[src/include/ntm_config.svh]
`ifndef NTM_CONFIG_SVH
`define NTM_CONFIG_SVH

// Word format
// Signed Q8.8 for operands and results
`define NTM_DATA_W 16
`define NTM_FRAC_W 8

// Q16.16 sum of full products with integer headroom
`define NTM_ACC_W 40

// Vector lengths
// x has X elements and r has W elements
`define NTM_SIZE_X 4
`define NTM_SIZE_W 4
// Controller length sets rows of W K U and length of h b
`define NTM_SIZE_L 4

// Load and read address
// Upper half is the row and lower half the column
`define NTM_ADDR_W 4

`endif

[src/logic/ntm_pkg.sv]
`include "ntm_config.svh"

package ntm_pkg;

  //////////////////////////////
  // Operand selector
  //////////////////////////////

  // Load side uses every code
  // Read side uses W K U for the product pairs and B for the bias
  typedef enum logic [2:0] {
    OP_W = 3'd0,
    OP_X = 3'd1,
    OP_K = 3'd2,
    OP_R = 3'd3,
    OP_U = 3'd4,
    OP_H = 3'd5,
    OP_B = 3'd6
  } ntm_operand_e;

  //////////////////////////////
  // Fixed point word
  //////////////////////////////

  // One Q8.8 word
  // Arithmetic goes through value
  // Range checks look at the fields
  typedef union packed {
    logic signed [`NTM_DATA_W-1:0] value;
    struct packed {
      logic                               sign;
      logic [`NTM_DATA_W-`NTM_FRAC_W-2:0] int_part;
      logic [`NTM_FRAC_W-1:0]             frac;
    } parts;
  } ntm_fixed_u;

endpackage

[src/logic/ntm_ifs.sv]
`timescale 1ns/1ps
`include "ntm_config.svh"

//////////////////////////////
// Operand read bus
//////////////////////////////

interface ntm_operand_if;
  import ntm_pkg::*;

  // Read request from the controller
  ntm_operand_e                sel;
  logic [`NTM_ADDR_W/2-1:0]    row;
  logic [`NTM_ADDR_W/2-1:0]    col;
  logic                        rd;

  // Registered read data
  // Matrix element on a and vector or bias element on b
  logic [`NTM_DATA_W-1:0]      data_a;
  logic [`NTM_DATA_W-1:0]      data_b;

  modport controller (
    output sel, row, col, rd
  );

  modport store (
    input  sel, row, col, rd,
    output data_a, data_b
  );

  // Accumulator only sees the data words
  modport data (
    input data_a, data_b
  );
endinterface

//////////////////////////////
// MAC control bus
//////////////////////////////

interface ntm_mac_if;
  import ntm_pkg::*;

  // Strobes from the controller
  logic       clear;
  logic       accumulate;
  logic       add_bias;
  logic       finish;

  // Saturated Q8.8 result
  ntm_fixed_u sum_q;
  logic       sum_valid;

  modport controller (
    output clear, accumulate, add_bias, finish,
    input  sum_valid
  );

  modport accumulator (
    input  clear, accumulate, add_bias, finish,
    output sum_q, sum_valid
  );
endinterface

[src/logic/ntm_operand_store.sv]
`timescale 1ns/1ps
`include "ntm_config.svh"

module ntm_operand_store (
  input  logic                   CLK,
  input  logic                   RST,
  input  logic                   LOAD_ENABLE,
  input  ntm_pkg::ntm_operand_e  LOAD_SEL,
  input  logic [`NTM_ADDR_W-1:0] LOAD_ADDR,
  input  logic [`NTM_DATA_W-1:0] LOAD_DATA,
  ntm_operand_if.store           op
);
  import ntm_pkg::*;

  localparam int IDX_W = `NTM_ADDR_W / 2;

  // Load address fields
  logic [IDX_W-1:0] ld_row;
  logic [IDX_W-1:0] ld_col;

  // Matrices are L rows
  logic [`NTM_DATA_W-1:0] w_mem [`NTM_SIZE_L][`NTM_SIZE_X];
  logic [`NTM_DATA_W-1:0] k_mem [`NTM_SIZE_L][`NTM_SIZE_W];
  logic [`NTM_DATA_W-1:0] u_mem [`NTM_SIZE_L][`NTM_SIZE_L];
  // Vectors
  logic [`NTM_DATA_W-1:0] x_vec [`NTM_SIZE_X];
  logic [`NTM_DATA_W-1:0] r_vec [`NTM_SIZE_W];
  logic [`NTM_DATA_W-1:0] h_vec [`NTM_SIZE_L];
  logic [`NTM_DATA_W-1:0] b_vec [`NTM_SIZE_L];

  // Vector elements are addressed by the column field
  assign ld_row = LOAD_ADDR[`NTM_ADDR_W-1:IDX_W];
  assign ld_col = LOAD_ADDR[IDX_W-1:0];

  //////////////////////////////
  // Load decoder
  //////////////////////////////

  always_ff @(posedge CLK or posedge RST) begin
    if (RST) begin
      for (int i = 0; i < `NTM_SIZE_L; i++) begin
        for (int j = 0; j < `NTM_SIZE_X; j++) w_mem[i][j] <= '0;
        for (int j = 0; j < `NTM_SIZE_W; j++) k_mem[i][j] <= '0;
        for (int j = 0; j < `NTM_SIZE_L; j++) u_mem[i][j] <= '0;
        h_vec[i] <= '0;
        b_vec[i] <= '0;
      end
      for (int j = 0; j < `NTM_SIZE_X; j++) x_vec[j] <= '0;
      for (int j = 0; j < `NTM_SIZE_W; j++) r_vec[j] <= '0;
    end else if (LOAD_ENABLE) begin
      // One element per strobe
      case (LOAD_SEL)
        OP_W:    w_mem[ld_row][ld_col] <= LOAD_DATA;
        OP_X:    x_vec[ld_col] <= LOAD_DATA;
        OP_K:    k_mem[ld_row][ld_col] <= LOAD_DATA;
        OP_R:    r_vec[ld_col] <= LOAD_DATA;
        OP_U:    u_mem[ld_row][ld_col] <= LOAD_DATA;
        OP_H:    h_vec[ld_col] <= LOAD_DATA;
        OP_B:    b_vec[ld_col] <= LOAD_DATA;
        default: ;
      endcase
    end
  end

  //////////////////////////////
  // Read port
  //////////////////////////////

  // Pair comes out one cycle after the strobe
  always_ff @(posedge CLK or posedge RST) begin
    if (RST) begin
      op.data_a <= '0;
      op.data_b <= '0;
    end else if (op.rd) begin
      case (op.sel)
        OP_W: begin
          op.data_a <= w_mem[op.row][op.col];
          op.data_b <= x_vec[op.col];
        end
        OP_K: begin
          op.data_a <= k_mem[op.row][op.col];
          op.data_b <= r_vec[op.col];
        end
        OP_U: begin
          op.data_a <= u_mem[op.row][op.col];
          op.data_b <= h_vec[op.col];
        end
        // Bias of the current row on b
        OP_B: begin
          op.data_a <= '0;
          op.data_b <= b_vec[op.row];
        end
        default: begin
          op.data_a <= '0;
          op.data_b <= '0;
        end
      endcase
    end
  end

endmodule

[src/logic/ntm_dot_accumulator.sv]
`timescale 1ns/1ps
`include "ntm_config.svh"

module ntm_dot_accumulator (
  input logic            CLK,
  input logic            RST,
  ntm_mac_if.accumulator mac,
  ntm_operand_if.data    op
);

  localparam int PROD_W = 2 * `NTM_DATA_W;
  // Q8.8 output range held in accumulator width
  localparam logic signed [`NTM_ACC_W-1:0] SAT_MAX = 2 ** (`NTM_DATA_W - 1) - 1;
  localparam logic signed [`NTM_ACC_W-1:0] SAT_MIN = -(2 ** (`NTM_DATA_W - 1));

  logic signed [PROD_W-1:0]     product;
  logic signed [`NTM_ACC_W-1:0] product_ext;
  logic signed [`NTM_ACC_W-1:0] bias_ext;
  logic signed [`NTM_ACC_W-1:0] acc_sum;
  logic signed [`NTM_ACC_W-1:0] scaled;

  // Full Q16.16 product
  assign product     = $signed(op.data_a) * $signed(op.data_b);
  assign product_ext = {{(`NTM_ACC_W-PROD_W){product[PROD_W-1]}}, product};

  // Bias moved to Q16.16
  assign bias_ext = {{(`NTM_ACC_W-`NTM_DATA_W){op.data_b[`NTM_DATA_W-1]}}, op.data_b}
                    << `NTM_FRAC_W;

  // Back to Q8.8 with sign kept
  assign scaled = acc_sum >>> `NTM_FRAC_W;

  always_ff @(posedge CLK or posedge RST) begin
    if (RST) begin
      acc_sum       <= '0;
      mac.sum_q     <= '0;
      mac.sum_valid <= 1'b0;
    end else begin
      mac.sum_valid <= mac.finish;
      // Clear wins over any strobe
      if (mac.clear)
        acc_sum <= '0;
      else if (mac.accumulate)
        acc_sum <= acc_sum + product_ext;
      else if (mac.add_bias)
        acc_sum <= acc_sum + bias_ext;
      // Saturate into one word
      if (mac.finish) begin
        if (scaled > SAT_MAX)
          mac.sum_q.value <= SAT_MAX[`NTM_DATA_W-1:0];
        else if (scaled < SAT_MIN)
          mac.sum_q.value <= SAT_MIN[`NTM_DATA_W-1:0];
        else
          mac.sum_q.value <= scaled[`NTM_DATA_W-1:0];
      end
    end
  end

endmodule

[src/logic/ntm_vector_logistic.sv]
`timescale 1ns/1ps
`include "ntm_config.svh"

module ntm_vector_logistic (
  input  logic                     CLK,
  input  logic                     RST,
  input  logic                     start,
  input  ntm_pkg::ntm_fixed_u      z_in,
  input  logic [`NTM_ADDR_W/2-1:0] index_in,
  output logic                     result_enable,
  output logic [`NTM_DATA_W-1:0]   result,
  output logic [`NTM_ADDR_W/2-1:0] result_index
);
  import ntm_pkg::*;

  // 1.0 in Q8.8
  localparam logic [`NTM_DATA_W-1:0] ONE = 1 << `NTM_FRAC_W;
  // Most negative word has no positive twin
  localparam logic signed [`NTM_DATA_W-1:0] MOST_NEG = -(2 ** (`NTM_DATA_W - 1));
  localparam logic signed [`NTM_DATA_W-1:0] MOST_POS = 2 ** (`NTM_DATA_W - 1) - 1;
  // Region edges 5.0 and 2.375 as integer and fraction fields
  localparam logic [`NTM_DATA_W-`NTM_FRAC_W-2:0] SAT_INT = 5;
  localparam logic [`NTM_DATA_W-`NTM_FRAC_W-2:0] MID_INT = 2;
  localparam logic [`NTM_FRAC_W-1:0]             MID_FRAC = 96;

  ntm_fixed_u                mag;
  logic [`NTM_DATA_W-1:0]    y;

  always_comb begin
    // Magnitude of z
    if (!z_in.parts.sign)
      mag.value = z_in.value;
    else if (z_in.value == MOST_NEG)
      mag.value = MOST_POS;
    else
      mag.value = -z_in.value;

    // PLAN regions on the positive side
    if (mag.parts.int_part >= SAT_INT)
      y = ONE;
    else if (mag.parts.int_part > MID_INT ||
             (mag.parts.int_part == MID_INT && mag.parts.frac >= MID_FRAC))
      y = (mag.value >> 5) + 16'd216;
    else if (mag.parts.int_part != '0)
      y = (mag.value >> 3) + 16'd160;
    else
      y = (mag.value >> 2) + 16'd128;
  end

  //////////////////////////////
  // Output register
  //////////////////////////////

  always_ff @(posedge CLK or posedge RST) begin
    if (RST) begin
      result_enable <= 1'b0;
      result        <= '0;
      result_index  <= '0;
    end else begin
      result_enable <= start;
      if (start) begin
        // Mirror around one half for negative z
        result       <= z_in.parts.sign ? ONE - y : y;
        result_index <= index_in;
      end
    end
  end

endmodule

[src/logic/ntm_forget_controller.sv]
`timescale 1ns/1ps
`include "ntm_config.svh"

module ntm_forget_controller (
  input  logic                     CLK,
  input  logic                     RST,
  input  logic                     START,
  output logic                     READY,
  ntm_operand_if.controller        op,
  ntm_mac_if.controller            mac,
  output logic                     logistic_start,
  output logic [`NTM_ADDR_W/2-1:0] logistic_index
);
  import ntm_pkg::*;

  localparam int IDX_W = `NTM_ADDR_W / 2;
  // Last column of each dot product
  localparam logic [IDX_W-1:0] LAST_X = IDX_W'(`NTM_SIZE_X - 1);
  localparam logic [IDX_W-1:0] LAST_W = IDX_W'(`NTM_SIZE_W - 1);
  localparam logic [IDX_W-1:0] LAST_L = IDX_W'(`NTM_SIZE_L - 1);

  typedef enum logic [2:0] {
    S_IDLE,
    S_WX,
    S_KR,
    S_UH,
    S_BIAS,
    S_FINISH,
    S_WAIT_SUM,
    S_DONE
  } state_e;

  state_e           state;
  state_e           issue_next;
  ntm_operand_e     issue_sel;
  logic [IDX_W-1:0] issue_last;
  logic [IDX_W-1:0] row_cnt;
  logic [IDX_W-1:0] col_cnt;
  // Finish waits one extra cycle behind the bias add
  logic             fin_p;

  //////////////////////////////
  // Product phase decode
  //////////////////////////////

  always_comb begin
    case (state)
      S_KR: begin
        issue_sel  = OP_K;
        issue_last = LAST_W;
        issue_next = S_UH;
      end
      S_UH: begin
        issue_sel  = OP_U;
        issue_last = LAST_L;
        issue_next = S_BIAS;
      end
      default: begin
        issue_sel  = OP_W;
        issue_last = LAST_X;
        issue_next = S_KR;
      end
    endcase
  end

  //////////////////////////////
  // FSM and strobe pipeline
  //////////////////////////////

  always_ff @(posedge CLK or posedge RST) begin
    if (RST) begin
      state          <= S_IDLE;
      READY          <= 1'b1;
      row_cnt        <= '0;
      col_cnt        <= '0;
      op.rd          <= 1'b0;
      op.sel         <= OP_W;
      op.row         <= '0;
      op.col         <= '0;
      mac.clear      <= 1'b0;
      mac.accumulate <= 1'b0;
      mac.add_bias   <= 1'b0;
      mac.finish     <= 1'b0;
      fin_p          <= 1'b0;
      logistic_start <= 1'b0;
      logistic_index <= '0;
    end else begin
      // Single cycle strobes
      op.rd          <= 1'b0;
      mac.clear      <= 1'b0;
      fin_p          <= 1'b0;
      logistic_start <= 1'b0;

      // Data of the read in flight lands next cycle
      mac.accumulate <= op.rd && (op.sel != OP_B);
      mac.add_bias   <= op.rd && (op.sel == OP_B);
      mac.finish     <= fin_p;

      case (state)
        S_IDLE: begin
          if (START) begin
            READY     <= 1'b0;
            row_cnt   <= '0;
            col_cnt   <= '0;
            mac.clear <= 1'b1;
            state     <= S_WX;
          end
        end

        // One read per cycle across W.x then K.r then U.h
        S_WX, S_KR, S_UH: begin
          op.rd  <= 1'b1;
          op.sel <= issue_sel;
          op.row <= row_cnt;
          op.col <= col_cnt;
          if (col_cnt == issue_last) begin
            col_cnt <= '0;
            state   <= issue_next;
          end else begin
            col_cnt <= col_cnt + 1'b1;
          end
        end

        S_BIAS: begin
          op.rd  <= 1'b1;
          op.sel <= OP_B;
          op.row <= row_cnt;
          state  <= S_FINISH;
        end

        S_FINISH: begin
          fin_p <= 1'b1;
          state <= S_WAIT_SUM;
        end

        // Row sum ready so hand it to the sigmoid
        S_WAIT_SUM: begin
          if (mac.sum_valid) begin
            logistic_start <= 1'b1;
            logistic_index <= row_cnt;
            if (row_cnt == LAST_L) begin
              state <= S_DONE;
            end else begin
              row_cnt   <= row_cnt + 1'b1;
              mac.clear <= 1'b1;
              state     <= S_WX;
            end
          end
        end

        // Last sigmoid in flight
        // READY follows its result by one cycle
        S_DONE: begin
          if (!logistic_start) begin
            READY <= 1'b1;
            state <= S_IDLE;
          end
        end

        default: state <= S_IDLE;
      endcase
    end
  end

endmodule

[src/logic/ntm_forget_gate_vector.sv]
`timescale 1ns/1ps
`include "ntm_config.svh"

module ntm_forget_gate_vector (
  input  logic                     CLK,
  input  logic                     RST,

  // Run control
  input  logic                     START,
  output logic                     READY,

  // Operand load port
  input  logic                     LOAD_ENABLE,
  input  ntm_pkg::ntm_operand_e    LOAD_SEL,
  input  logic [`NTM_ADDR_W-1:0]   LOAD_ADDR,
  input  logic [`NTM_DATA_W-1:0]   LOAD_DATA,

  // Result stream in row order
  output logic                     F_OUT_ENABLE,
  output logic [`NTM_DATA_W-1:0]   F_OUT,
  output logic [`NTM_ADDR_W/2-1:0] F_OUT_INDEX
);

  //////////////////////////////
  // Internal buses
  //////////////////////////////

  ntm_operand_if op_bus ();
  ntm_mac_if     mac_bus ();

  logic                     logistic_start;
  logic [`NTM_ADDR_W/2-1:0] logistic_index;

  //////////////////////////////
  // Blocks
  //////////////////////////////

  ntm_forget_controller u_controller (
    .CLK            (CLK),
    .RST            (RST),
    .START          (START),
    .READY          (READY),
    .op             (op_bus),
    .mac            (mac_bus),
    .logistic_start (logistic_start),
    .logistic_index (logistic_index)
  );

  // Host writes land here directly
  ntm_operand_store u_store (
    .CLK         (CLK),
    .RST         (RST),
    .LOAD_ENABLE (LOAD_ENABLE),
    .LOAD_SEL    (LOAD_SEL),
    .LOAD_ADDR   (LOAD_ADDR),
    .LOAD_DATA   (LOAD_DATA),
    .op          (op_bus)
  );

  ntm_dot_accumulator u_accumulator (
    .CLK (CLK),
    .RST (RST),
    .mac (mac_bus),
    .op  (op_bus)
  );

  // Sigmoid reads the held row sum
  ntm_vector_logistic u_logistic (
    .CLK           (CLK),
    .RST           (RST),
    .start         (logistic_start),
    .z_in          (mac_bus.sum_q),
    .index_in      (logistic_index),
    .result_enable (F_OUT_ENABLE),
    .result        (F_OUT),
    .result_index  (F_OUT_INDEX)
  );

endmodule

[config.mk]
export PLATFORM = sky130hd
export DESIGN_NAME = ntm_forget_gate_vector
export DESIGN_NICKNAME = d
export VERILOG_FILES = /design/src/logic/ntm_pkg.sv /design/src/logic/ntm_ifs.sv /design/src/logic/ntm_operand_store.sv /design/src/logic/ntm_dot_accumulator.sv /design/src/logic/ntm_vector_logistic.sv /design/src/logic/ntm_forget_controller.sv /design/src/logic/ntm_forget_gate_vector.sv
export VERILOG_INCLUDE_DIRS = /design/src /design/src/include
export SDC_FILE = /design/constraint.sdc
export NUM_CORES = 2
export LEC_CHECK = 0
export BUFFER_PORTS_ARGS = -buffer_cell sky130_fd_sc_hd__clkbuf_2
export CAP_MARGIN = 20
export CELL_PAD_IN_SITES_DETAIL_PLACEMENT = 1
export CELL_PAD_IN_SITES_GLOBAL_PLACEMENT = 1
export CORE_MARGIN = 5
export CORE_UTILIZATION = 54
export DETAILED_ROUTE_END_ITERATION = 12
export HOLD_SLACK_MARGIN = 0.12
export PLACE_DENSITY_LB_ADDON = 0.1
export SYNTH_ARGS = -nofsm -noshare
export SYNTH_HDL_FRONTEND = slang
export SYNTH_SLANG_ARGS = --single-unit
[constraint.sdc]
create_clock -name CLK -period 50 [get_ports CLK]
set_input_delay 10 -clock CLK [delete_from_list [all_inputs] [get_ports CLK]]
set_output_delay 10 -clock CLK [all_outputs]
set_load 0.05 [all_outputs]
== Word level (Yosys, flattened, before mapping) ==
Cells that the tools add are included.

* Logic and storage cells: 247
* Bits in registers: 1156
* Input port bits: 27

* Reduce and logical (&&, ||, !) cells: 29
* $lt $le $gt $ge: 11
* Multiplexer cells: 80
* Bitwise operators: 4
* Add/sub/neg operators: 9
* $mul: 1
* Eq/ne operators: 26

{| class="wikitable"
|+ Operator list
! cell !! number
|-
| 256-bit bitwise mux || 3
|-
| 64-bit two-way mux || 7
|-
| 64-bit binary-select mux with 2-bit select || 3
|-
| 16-bit two-way mux || 23
|-
| 64-bit bitwise mux || 4
|-
| 16-bit binary-select mux with 2-bit select || 7
|-
| 64-bit demux with 2-bit select || 1
|-
| 40-bit two-way mux || 3
|-
| 16-bit case mux with 4 select lines || 1
|-
| 16-bit case mux with 3 select lines || 1
|-
| 40-bit by 24-bit adder with 40-bit output || 1
|-
| 40-bit by 32-bit adder with 40-bit output || 1
|-
| 16-bit demux with 2-bit select || 1
|-
| 32-bit by 16-bit > comparator with 1-bit output (second input constant) || 1
|-
| 32-bit by 16-bit less-than comparator with 1-bit output (second input constant) || 1
|-
| 16-bit by 16-bit multiplier with 32-bit output || 1
|-
| 3-bit equality test (second input constant) || 9
|-
| 3-bit case mux with 2 select lines || 3
|-
| 3-bit case mux with 6 select lines || 1
|-
| 2-bit AND reduction || 9
|-
| 16-bit equality test (second input constant) || 1
|-
| 16-bit negation || 1
|-
| 9-bit by 16-bit subtractor with 16-bit output (first input constant) || 1
|-
| 14-bit by 8-bit adder with 15-bit output (second input constant) || 1
|-
| other kinds (31) || 75
|}

== Logic depth before layout (Yosys ltp) ==
* Depth after elaboration: 10
* Gate-level depth with buffers: 26
* Gate-level depth less buffers: 24

== By module ==
From an unflattened synthesis, not the netlist that was laid out.

* Cells, all modules: 5277
* Area, all modules: 67340.8 um^2

{| class="wikitable"
|+ By module, submodules not included
! module !! times used !! seq. area each (um^2) !! cells an instance !! area each (um^2)
|-
| ntm_operand_store || 1 || 26425.3 || 3096 || 47727.0
|-
| ntm_dot_accumulator || 1 || 1426.4 || 1828 || 16470.8
|-
| ntm_vector_logistic || 1 || 475.5 || 266 || 2124.5
|-
| ntm_forget_controller || 1 || 576.8 || 87 || 1018.5
|}

== Worst setup path before layout ==
OpenSTA, ideal clock, no wires.

* Path type: input port to flip-flop
* Start point: input port LOAD_ENABLE
* End point: register u_store.w_mem[0] (netlist name)
* Setup time: 125 ps
* Path buffers: 3
* Setup slack: 38184 ps
* Arrival time: 11691 ps
* Data required time: 49875 ps
* Stages on the path: 7
* Cell sequence: clkbuf_1 > nor2b_1 > clkbuf_1 > nand2_1 > nor2_1 > clkbuf_1 > mux2_2

* Word-level cells in the longest chain between the ends: 1

{| class="wikitable"
|+ Ends and longest elaborated chain
! item !! line !! source
|-
| start: declaration || ntm_forget_gate_vector.sv:13 || <nowiki>input logic LOAD_ENABLE,</nowiki>
|-
| 2-bit AND reduction (no source line) || - ||
|-
| end signal: indexed assignment || ntm_operand_store.sv:53 || <nowiki>OP_W: w_mem[ld_row][ld_col] <= LOAD_DATA;</nowiki>
|-
| end: declaration || ntm_operand_store.sv:22 || <nowiki>logic [`NTM_DATA_W-1:0] w_mem [`NTM_SIZE_L][`NTM_SIZE_X];</nowiki>
|}

No other way between the ends.
A chain may end at the register's enable or synchronous reset.

==> impl_metrics.yaml <==
sta:
  skew_ns: 0.0301
  timing.final.crit_share: 0.252
  rsz0062_at_grt: "no"
  setup_violations: 0
  tightestPinTransition_ns: 1.17
  final_hold_viol_count: 0
  finalCriticalPeriod_ns: 12.60
  maxSlewViolCount: 0
  max_freq_ghz: 0.0794
  holdWs_ns: 0.360
  relSlewSlack: 0.218
  setup-tns-final_ns: 0
detailed_routing:
  drc: 0
  wl_um: 178000
  drtAntennaViolNets: 0
  avgRoutedWirePerCell_um: 26.8
  drt_iter0_drc: 2829
  firstDrtPassIters: 5
  vias_per_cell: 6.15
  vias: 41000
cells_and_area:
  fill_cells: 11600
  layout_common_cells: "dfrtp_1 (1146), mux2_2 (1049), inv_1 (450)"
  fin_cells: 6669
  area_delta_synth_final_pct: 9.39
  finalCoreUtilization: 0.596
  drive_gt1_frac: 0.354
  final_common_cell: "dfrtp_1"
  nNetsFinal: 5452
critical_path:
  path_class: "in2async"
  cp-end-kind: "asynchronous set/reset pin"
  cp.required_ns: 50.65
  reg2reg_slack_ns: 41.08
  cp-start-kind: "input port"
  r2r_end: "u_accumulator.acc_sum[32]$_DFFE_PP0P_"
  cp.arrival_ns: 13.24
  crit_fanout: 163
  rr_startpoint: "u_store.op.data_b[15]$_DFFE_PP0P_"
  r2r_cells: 21
place:
  gp_congestion: 0.852
  io_buffers: 46
  dp_hpwl_um: 112000
  dp_cells: 6431
cts:
  ctsResizeCount: 0
  cts_tree: "done"
  clock_latency_ns: 0.74
  cts_hold_buf: 0
  clk_pin_slew_ns: 0.06
  cts-root-buf: "clkbuf_16"
  cts_buffers: 120
  cts_buffer_depth: 3
  cts_sinks: 1155
  post-cts-setup-buffers: 0
  cts.htree.levels: 3
worst_hold_path:
  hold_depth: 0
  hold-path-endpoint: "u_controller.mac.finish$_DFF_PP0_"
  hp-class: "reg2reg"
  hold_path.startpoint: "u_controller.fin_p$_DFF_PP0_"
global_routing:
  grt_max_degree: 173
  grt_pass1_vias: 46000
  antenna_found_initial: 7
  grt_pass1_wl_um: 280000
  grt_overflow_total: 0
  grt_use_total: 0.278
yosys:
  ys.flop_type: "dfrtp_1"
  synth_cell_types: 82
  synth.top_cell.area_share: 0.434
  syn_nets: 5534
  synthArstFlopShare: 1.00
  syn-cell-area_um2: 66500
  synth.top_cells.by_area: "dfrtp_1 (43%), mux2_2 (18%), mux4_2 (11%)"
  yosysSeqAreaShare: 0.434
  synth_edf_count: 0
  syn_area_per_cell_um2: 13.3
  yosysWarnings: 0
  yosysTopAreaCell: "dfrtp_1"
  yosys_register_bits: 1155
  syn_inst: 5018
die:
  fp.dieW_um: 361
  die_h_um: 361
  placementRows: 128
  core_um2: 122000
  start_util: 0.545
  ios: 47
  dieArea_um2: 130000
run_status:
  status: "finished clean"
run:
  drv_cap: 0
## worst max-delay path by stage
stage               from                                   end  depth (start not counted)
floorplan            RST  u_accumulator.acc_sum[0]$_DFFE_PP0P_                          1
global placement     RST    u_controller.op.row[1]$_DFFE_PP0P_                          5
detailed placement   RST    u_controller.op.row[1]$_DFFE_PP0P_                          5
CTS                  RST    u_controller.op.row[1]$_DFFE_PP0P_                          5
global route         RST    u_controller.op.col[1]$_DFFE_PP0P_                          5
finish               RST    u_controller.op.col[1]$_DFFE_PP0P_                          5
## stage by stage
stage | instance area, µm² | setup WS [ns]
3_5_place_dp | 68300 | 36.44
3_3_place_gp | 68300 | 36.49
4_1_cts | 72700 | 37.27
5_1_grt | 72800 | 36.77
2_1_floorplan | 66500 | 7.47
6_report | 72800 | 37.40
## routing by layer
layer | part of all wire | global-route usage | vias to the layer above
met5 | 0 | 0 | -
met4 | 0.027 | 0.0770 | 0
met3 | 0.046 | 0.0439 | 240
met2 | 0.48 | 0.445 | 800
met1 | 0.45 | 0.401 | 22500
li1 | - | - | 17400
## logic make-up after synthesis
| kind of cell | Yosys count | share of synthesized area |
|---|---|---|
| flops | 1155 | 0.434 |
| compound gates | 400 | 0.0401 |
| xor+xnor | 73 | 0.00961 |
| fa+ha+maj | 489 | 0.129 |
| simple gates | 686 | 0.0492 |
| mux | 1408 | 0.292 |
| buf+inv | 807 | 0.0457 |
## state kept, by name, indices dropped and copies added, names as in the netlist, 2 cells and up
signal / flops
u_controller.op.sel: 2
u_controller.state: 3
u_controller.op.row: 2
u_store.x_vec: 64
u_controller.op.col: 2
u_store.h_vec: 64
u_store.k_mem: 256
u_controller.row_cnt: 2
u_controller.logistic_index: 2
u_store.w_mem: 256
u_controller.col_cnt: 2
u_store.b_vec: 64
u_store.r_vec: 64
u_accumulator.mac.sum_q: 16
u_store.op.data_a: 16
u_logistic.result: 16
u_store.op.data_b: 16
u_store.u_mem: 256
u_accumulator.acc_sum: 40
u_logistic.result_index: 2
## cell type report
| type | instances | area (µm²) | area share |
|---|---|---|---|
| antenna | 5 | 12.5 | 0.000172 |
| clock buffer | 157 | 3370 | 0.0464 |
| clock inverter | 68 | 942 | 0.0129 |
| inverter | 452 | 1700 | 0.0234 |
| multi-input combinational | 3056 | 34700 | 0.476 |
| sequential | 1155 | 28900 | 0.397 |
| tap | 1625 | 2030 | 0.0279 |
| timing repair buffer | 151 | 1140 | 0.0157 |
## cell usage after synthesis, drive strengths merged, types with 39 or more instances
cell    number
dfrtp     1154
mux2      1049
inv        451
fa         331
mux4       320
clkbuf     299
nand2      227
nor2       168
ha         158
and2       120
a21oi      103
o21ai       64
buf         56
xnor2       52
mux2i       39
## worst max-delay path, cell delays in order
cell and delay (ns):
clkbuf_2 0.12, inv_8 0.49, buf_12 0.72, buf_4 0.83
buf_4 0.82
Power is left out: the tool's default activity adds up to more than one toggle a clock period on the data nets, which glitch-free logic cannot reach.
